`src/hbm_pkg.sv`:
```
// hbm model package: widths, bank timing constants, address layout and shared enums
`default_nettype none

package hbm_pkg;

  localparam int num_channels       = 2;
  localparam int channel_addr_width = 16;
  localparam int data_width         = 32;
  localparam int byte_offset_width  = 2;

  // channel address layout, row above bank above column
  localparam int col_lsb  = 2;
  localparam int col_msb  = 6;
  localparam int bank_lsb = 7;
  localparam int bank_msb = 8;
  localparam int row_lsb  = 9;
  localparam int row_msb  = 15;

  localparam int num_banks       = 4;
  localparam int word_addr_width = 14;

  // read latency from acceptance to data
  localparam int hit_latency  = 4;
  localparam int miss_latency = 10;

  // bank occupancy after an access
  localparam int hit_busy  = 2;
  localparam int miss_busy = 6;
  localparam int busy_width = $clog2(miss_busy + 1);

  localparam int queue_depth     = 8;
  localparam int queue_ptr_width = $clog2(queue_depth);
  localparam int cycle_width     = 16;

  typedef enum logic {cmd_read, cmd_write} hbm_cmd_e;

  typedef enum logic {bank_closed, bank_open} bank_state_e;

endpackage

`default_nettype wire

```
`src/hbm_bank_timing.sv`:
```
// hbm bank timing: accepts channel requests against open-row bank state and schedules reads
`timescale 1ns/1ps
`default_nettype none

module hbm_bank_timing import hbm_pkg::*; (
  input  logic                          clk_i,
  input  logic                          reset_i,
  input  logic                          v_i,
  input  logic                          write_not_read_i,
  input  logic [channel_addr_width-1:0] ch_addr_i,
  input  logic                          data_v_i,
  input  logic                          queue_full_i,
  output logic                          accept_o,
  output logic [cycle_width-1:0]        due_o,
  output hbm_cmd_e                      cmd_o,
  output logic [word_addr_width-1:0]    word_addr_o
);

  logic [cycle_width-1:0] cycle_q;
  logic [cycle_width-1:0] last_due_q;
  logic                   last_due_live_q;

  bank_state_e                bank_state_q [num_banks];
  logic [row_msb-row_lsb:0]   open_row_q   [num_banks];
  logic [busy_width-1:0]      busy_q       [num_banks];

  logic [bank_msb-bank_lsb:0] bank;
  logic [row_msb-row_lsb:0]   row;
  logic                       row_hit;
  logic                       bank_free;
  logic                       read_accept;

  logic [cycle_width-1:0]        base_due;
  logic [cycle_width-1:0]        next_due;
  logic signed [cycle_width-1:0] due_gap;

  // address decode
  assign bank = ch_addr_i[bank_msb:bank_lsb];
  assign row  = ch_addr_i[row_msb:row_lsb];
  assign word_addr_o = {row, bank, ch_addr_i[col_msb:col_lsb]};

  assign cmd_o = write_not_read_i ? cmd_write : cmd_read;

  assign row_hit   = (bank_state_q[bank] == bank_open) && (open_row_q[bank] == row);
  assign bank_free = (busy_q[bank] == '0);

  // writes need their data, reads need a free queue slot
  always_comb begin
    accept_o = 1'b0;
    if (v_i && bank_free) begin
      if (write_not_read_i) begin
        accept_o = data_v_i;
      end else begin
        accept_o = !queue_full_i;
      end
    end
  end

  assign read_accept = accept_o && (cmd_o == cmd_read);

  // keep completions in order behind the last read still pending
  assign base_due = cycle_q + (row_hit ? cycle_width'(hit_latency) : cycle_width'(miss_latency));
  assign next_due = last_due_q + 1'b1;
  assign due_gap  = next_due - base_due;

  always_comb begin
    due_o = base_due;
    if (last_due_live_q && (due_gap > 0)) begin
      due_o = next_due;
    end
  end

  always_ff @(posedge clk_i) begin
    if (reset_i) begin
      cycle_q         <= '0;
      last_due_q      <= '0;
      last_due_live_q <= 1'b0;
    end else begin
      cycle_q <= cycle_q + 1'b1;
      if (read_accept) begin
        last_due_q      <= due_o;
        last_due_live_q <= 1'b1;
      end else if (cycle_q == last_due_q) begin
        // last read has completed
        last_due_live_q <= 1'b0;
      end
    end
  end

  always_ff @(posedge clk_i) begin
    for (int b = 0; b < num_banks; b++) begin
      if (reset_i) begin
        bank_state_q[b] <= bank_closed;
        busy_q[b]       <= '0;
      end else if (accept_o && (bank == b)) begin
        bank_state_q[b] <= bank_open;
        busy_q[b]       <= row_hit ? busy_width'(hit_busy) : busy_width'(miss_busy);
      end else if (busy_q[b] != '0) begin
        busy_q[b] <= busy_q[b] - 1'b1;
      end
    end
  end

  // open row follows the last access of each bank
  always_ff @(posedge clk_i) begin
    if (accept_o) begin
      open_row_q[bank] <= row;
    end
  end

  a_accept_needs_valid: assert property (@(posedge clk_i) disable iff (reset_i)
    accept_o |-> v_i);

  a_no_read_when_full: assert property (@(posedge clk_i) disable iff (reset_i)
    queue_full_i |-> !read_accept);

endmodule

`default_nettype wire

```
`config.mk`:
```
export PLATFORM = sky130hd
export DESIGN_NAME = hbm_bank_timing
export DESIGN_NICKNAME = d
export VERILOG_FILES = /design/src/hbm_pkg.sv /design/src/hbm_bank_timing.sv
export SDC_FILE = /design/constraint.sdc
export NUM_CORES = 1
export LEC_CHECK = 0
export BUFFER_PORTS_ARGS = -buffer_cell sky130_fd_sc_hd__buf_2
export CORE_ASPECT_RATIO = 0.75
export CORE_MARGIN = 4
export CORE_UTILIZATION = 40
export DETAILED_ROUTE_END_ITERATION = 7
export GPL_TIMING_DRIVEN = 0
export PLACE_DENSITY = 0.56
export SYNTH_ARGS = -nofsm -noshare
export SYNTH_HDL_FRONTEND = slang
export SYNTH_SLANG_ARGS = --single-unit
```
`constraint.sdc`:
```
create_clock -name clk_i -period 8.34 [get_ports clk_i]
set_input_delay 0.417 -clock clk_i [delete_from_list [all_inputs] [get_ports clk_i]]
set_output_delay 0.417 -clock clk_i [all_outputs]
set_load 0.02 [all_outputs]
```
[Word-level counts from Yosys, hierarchy flattened]
Memory sizes are Yosys's and may differ from the RTL's.
Index checks and enable logic that the tools add are counted.
Word-level totals
  bits in registers: 33
  RAM bits: 44
  input port bits: 22
  output and inout port bits: 32
  logic and storage cells: 101
  memories kept: 3
Memories
  open_row_q: words 4, width 7, read ports 1, clocked after Yosys merged registers in 0, wr ports 1, RTL line hbm_bank_timing.sv:24  | logic [row_msb-row_lsb:0] open_row_q [num_banks];
  busy_q: words 4, width 3, read ports 5, clocked after Yosys merged registers in 0, wr ports 4, RTL line hbm_bank_timing.sv:25  | logic [busy_width-1:0] busy_q [num_banks];
  bank_state_q: words 4, width 1, read ports 1, clocked after Yosys merged registers in 0, wr ports 4, RTL line hbm_bank_timing.sv:23  | bank_state_e bank_state_q [num_banks];
Operators by class
  $add $sub $neg: 8
  $lt $le $gt $ge: 1
  equality and inequality tests: 5
  multiplexer cells: 52
  bitwise logic cells: 13
  reductions and logical operators: 16
Operator list (number)
  $mux 1: 41
  $add 16x1->16 const B: 2
  $mux 3: 9
  $add 16x4->16: 1
  $eq 16x16->1: 1
  $gt 16x1->1 const B: 1
  $mux 16: 1
  $sub 16x16->16: 1
  $or 1x1->1: 12
  $reduce_bool 3->1: 4
  $sub 3x1->3 const B: 4
  $logic_and 1x1->1: 8
  $eq 7x7->1: 1
  $eq 2x2->1 const B: 2
  $mux 4: 1
  $logic_not 3->1: 1
  $eq 2x1->1 const B: 1
  $logic_not 2->1: 1
  $reduce_bool 2->1: 1
  $logic_not 1->1: 1
  $not 1->1: 1

[Longest topological paths before layout]
An unclocked memory read counts as a cell.
  depth after elaboration: 10
  gate-level depth with buffers: 27
  mapped depth without buffers: 23

[Least setup slack after synthesis]
No wires, ideal clock.
  path kind: input -> output
  start: input port ch_addr_i[7]
  end: output port due_o[5]
  data arrival time: 6.082 ns
  data required time: 7.923 ns
  setup slack: 1.841 ns
  stages on the path: 24
  buffers on the path: 2
  cell sequence: buf_1 -> mux4_2 -> xnor2_1 -> nand4_1 -> nor2_1 -> inv_1 -> ha_1 -> fa_1 -> a21oi_1 -> nor2_1 -> nand2_1 -> xor2_1 -> ha_1 -> nor4b_1 -> or4_4 -> o211ai_1 -> a2bb2oi_1 -> o2111ai_1 -> a21oi_1 -> o31ai_2 -> nand4b_1 -> clkbuf_1 -> nand2_1 -> mux2i_1
On the way
  longest elaborated chain between the ends: 9
  elaborated cells between the ends (all ways): 10
  those cells by class: 2 x add/sub; 1 x order compare; 1 x eq/ne; 2 x mux; 2 x reduce/logical; 2 x memory
RTL lines
  start, declared: RTL line hbm_bank_timing.sv:10  | input logic [channel_addr_width-1:0] ch_addr_i,
  $mem_v2 4x7
  $eq 7x7->1: RTL line hbm_bank_timing.sv:44  | assign row_hit = (bank_state_q[bank] == bank_open) && (open_row_q[bank] == row);
  $logic_and 1x1->1 *: RTL line hbm_bank_timing.sv:44
  $mux 4 *: RTL line hbm_bank_timing.sv:62  | assign base_due = cycle_q + (row_hit ? cycle_width'(hit_latency) : cycle_width'(miss_latency));
  $add 16x4->16 *: RTL line hbm_bank_timing.sv:62
  $sub 16x16->16: RTL line hbm_bank_timing.sv:64  | assign due_gap = next_due - base_due;
  $gt 16x1->1: RTL line hbm_bank_timing.sv:68  | if (last_due_live_q && (due_gap > 0)) begin
  $logic_and 1x1->1: RTL line hbm_bank_timing.sv:68
  $mux 16 *: RTL line hbm_bank_timing.sv:68
  end, declared: RTL line hbm_bank_timing.sv:14  | output logic [cycle_width-1:0] due_o,
Every way passes the cells marked *; elsewhere a longest branch is shown, timed or not.

[Final worst setup path]
  start: input port ch_addr_i[8]
  end: output port due_o[7]
The elaborated chain is that of the path after synthesis.

==> impl_metrics.json <==
{
  "dieArea_um2": 15710,
  "grt_start_max_net_pins": 14,
  "postCtsSetupBuffers": 0,
  "arrival_ns": 7.39,
  "cts-buffers-inserted": 9,
  "die_y_um": 109.6,
  "maxCapViolations": 0,
  "start_util_pct": 41.53,
  "outcome": "complete, no violations",
  "syn_nets": 648,
  "grt_busiest_layer": "met1",
  "fin_worst_skew_ns": 0.008778,
  "r2r-end": "last_due_q[12]",
  "diodes": 0,
  "yosys.area.top_type_share_pct": 23.48,
  "yosysUniqueCellTypes": 70,
  "utilization_pct": 46.79,
  "leakagePower_nw": 2.473,
  "p_seq_share_pct": 44.0,
  "drive_gt1_share_pct": 17.60,
  "met2_usage_pct": 27.35,
  "hp-class": "in -> reg",
  "grt_usage_pct": 19.48,
  "peakVddDrop_mv": 0.1010,
  "relSlewSlack_pct": 37.76,
  "synth_warnings": 0,
  "grt_util_met1_pct": 29.99,
  "rr_worst_depth": 23,
  "drt-total-wl_mm": 14.89,
  "wl_per_cell_um": 17.94,
  "io_buffers": 44,
  "rsz0062_at_grt": "false",
  "yosysTopAreaCell": "edfxtp_1",
  "fmax_mhz": 128.1,
  "async_flop_share_pct": 0,
  "clkTransAtPathRegs_ns": 0.05,
  "cts_tree": "built",
  "htreeDepth": 3,
  "detail_route.first_pass.iterations": 4,
  "period_minus_slack_ns": 7.806,
  "pwr-share-comb_pct": 22.7,
  "ys_ff_latch": 77,
  "hold_viol": 0,
  "grt_pass1_vias": 4404,
  "drc": 0,
  "crit_type": "in -> out",
  "worstMarginPinSlew_ns": 0.9301,
  "area_growth_pct": 12.65,
  "synth_area_per_cell_um2": 9.167,
  "setup.worst_path.end_class": "primary output",
  "ctsHoldBuffers": 0,
  "cts.sinks": 77,
  "grt.met3_usage_pct": 5.217,
  "hpwl_mm": 11.47,
  "die_w_um": 143.4,
  "top_level_ports": 54,
  "worstSkewPairLatency_ns": 0.34,
  "switchingPower_w": 0.0003017,
  "p_per_area_nw_per_um2": 170.6,
  "synth_area_um2": 5500,
  "first_iter_violations": 429,
  "synth_edf_count": 43,
  "design.core.area_um2": 13240,
  "crit_fanout": 10,
  "fin_area_um2": 6196,
  "timing.rr.start": "open_row_q[2][3]",
  "final-max-slew-violation-count": 0,
  "worstSetupStartpointType": "primary input",
  "period_share_pct": 93.60,
  "ys_seq_area_share_pct": 35.85,
  "overflow": 0,
  "crit_path_end": "due_o[7]",
  "route.vias.total": 4665,
  "cts_root_buf": "clkbuf_16",
  "syn_inst": 600,
  "tns_ns": 0,
  "antenna_found_initial": 0,
  "cp-startpoint": "ch_addr_i[8]",
  "fp-row-count": 36,
  "rrSetupSlack_ns": 1.57,
  "detail-route-antenna-nets": 0,
  "synthFlopType": "edfxtp_1",
  "dpl_worst_slack_ns": 0.3217,
  "gp_congestion": 0.8675,
  "cts.path.max_buffers": 2,
  "yosys-top-cells-area": "edfxtp_1 (23%), dfxtp_1 (12%), ha_1 (5.5%)",
  "setup_violations": 0,
  "p_sw_share_pct": 28.54,
  "finalWorstSetupSlack_ns": 0.5338,
  "viasPerCell": 5.620,
  "required_ns": 7.92,
  "place_area_um2": 5934,
  "grt_first_pass_wirelength_mm": 23.63,
  "pwr-share-clk_pct": 33.3,
  "nets": 702,
  "p_int_w": 0.0007554
}
## stage by stage
stage / hold WS (ns) / std cells / total power, W
2_1_floorplan: 0.4348 / 600 / 0.0006476
3_3_place_gp: 0.4467 / 815 / 0.0007000
3_5_place_dp: 0.4557 / 815 / 0.0007116
4_1_cts: 0.3298 / 831 / 0.001071
5_1_grt: 0.3444 / 830 / 0.001123
6_report: 0.3463 / 830 / 0.001057
## layer usage
layer  vias up  wire [µm]  share of wire, %
met5         -          0                 0
met3        14       1214               8.2
li1       2274          -                 -
met4         0        145              0.97
met1      2211       7697                52
met2       166       5836                39
## how the worst min path moves through the flow
| stage | slack [ns] | cells past startpoint | endpoint | startpoint |
|---|---|---|---|---|
| after CTS | 0.33 | 1 | open_row_q[3][5] | ch_addr_i[14] |
| after global placement | 0.45 | 2 | bank_state_q[2] | bank_state_q[2] |
| after global routing | 0.34 | 1 | open_row_q[3][5] | ch_addr_i[14] |
| after floorplan | 0.43 | 2 | bank_state_q[2] | bank_state_q[2] |
| final | 0.35 | 1 | open_row_q[3][5] | ch_addr_i[14] |
| after detailed placement | 0.46 | 2 | bank_state_q[2] | bank_state_q[2] |
## cell type report
type / instances / area, µm²
well taps: 171 / 214.0
clock buffers: 13 / 250.2
clock inverters: 3 / 13.76
repair buffers: 44 / 220.2
plain buffers: 50 / 277.8
fillers: 1324 / 7047
inverters: 23 / 86.33
flip-flops and latches: 77 / 1972
multi-input cells: 449 / 3162
## kinds of logic after synthesis
kind of cell    synth area share [%]
buf+inv                        6.665
simple gates                   22.16
compound gates                 15.10
xor+xnor                       9.827
flops                          35.85
fa+ha+maj                      6.369
mux                            4.026
## cell usage in the layout, fill, tap and decap left out, types with 24 or more instances in the layout
master / count
nor2_1: 64
buf_2: 49
edfxtp_1: 43
nand2_1: 37
dfxtp_1: 34
xor2_1: 31
a21oi_1: 28
xnor2_1: 27
clkbuf_1: 26
nand3_1: 24
ha_1: 24
## power groups by stage
stage,Clock [W],Combinational (W),Sequential (W)
after floorplan,0,0.000181,0.000467
after global placement,0,0.000229,0.000471
after detailed placement,0,0.000239,0.000473
after CTS,0.000364,0.000242,0.000465
after global routing,0.000381,0.000273,0.000468
final,0.000352,0.000240,0.000465
## worst max-delay path, stage by stage
cell and delay (ns):
clkbuf_1 0.33, clkbuf_2 0.35, mux4_2 0.36, xnor2_1 0.17
nand4_1 0.17, nor2_1 0.37, inv_1 0.24, ha_1 0.29
fa_1 0.44, a21oi_1 0.22, nor2_1 0.13, nand2_1 0.15
xor2_1 0.21, ha_1 0.35, nor4b_1 0.19, or4_4 0.58
o211ai_1 0.19, a2bb2oi_1 0.14, o2111ai_1 0.34, a21oi_1 0.13
o31ai_2 0.31, nand4b_1 0.33, clkbuf_1 0.40, a21boi_1 0.30
nor2_1 0.09, buf_2 0.17
## state kept, by name (all words and copies together) (netlist names)
signal           flops
last_due_q          16
bank_state_q         4
cycle_q             16
open_row_q          28
last_due_live_q      1
busy_q              12
## synth_stat cells (9+ instances only)
| cell type | count |
|---|---|
| nand2_1 | 37 |
| xor2_1 | 31 |
| ha_1 | 24 |
| a21oi_1 | 28 |
| nand4_1 | 11 |
| nand3b_1 | 10 |
| clkbuf_1 | 24 |
| edfxtp_1 | 43 |
| dfxtp_1 | 34 |
| nand3_1 | 24 |
| nand2b_1 | 9 |
| nor2_1 | 64 |
| xnor2_1 | 27 |
| nor3_1 | 19 |
| inv_1 | 23 |
| buf_4 | 18 |
| o21ai_0 | 20 |
## what timing repair did
action | in CTS | in global routing
endpoints found under the setup margin | 0 | 14
endpoints found under the hold margin | 0 | 0
gates resized for setup | 0 | 2
(Power assumes the default switching activity.)
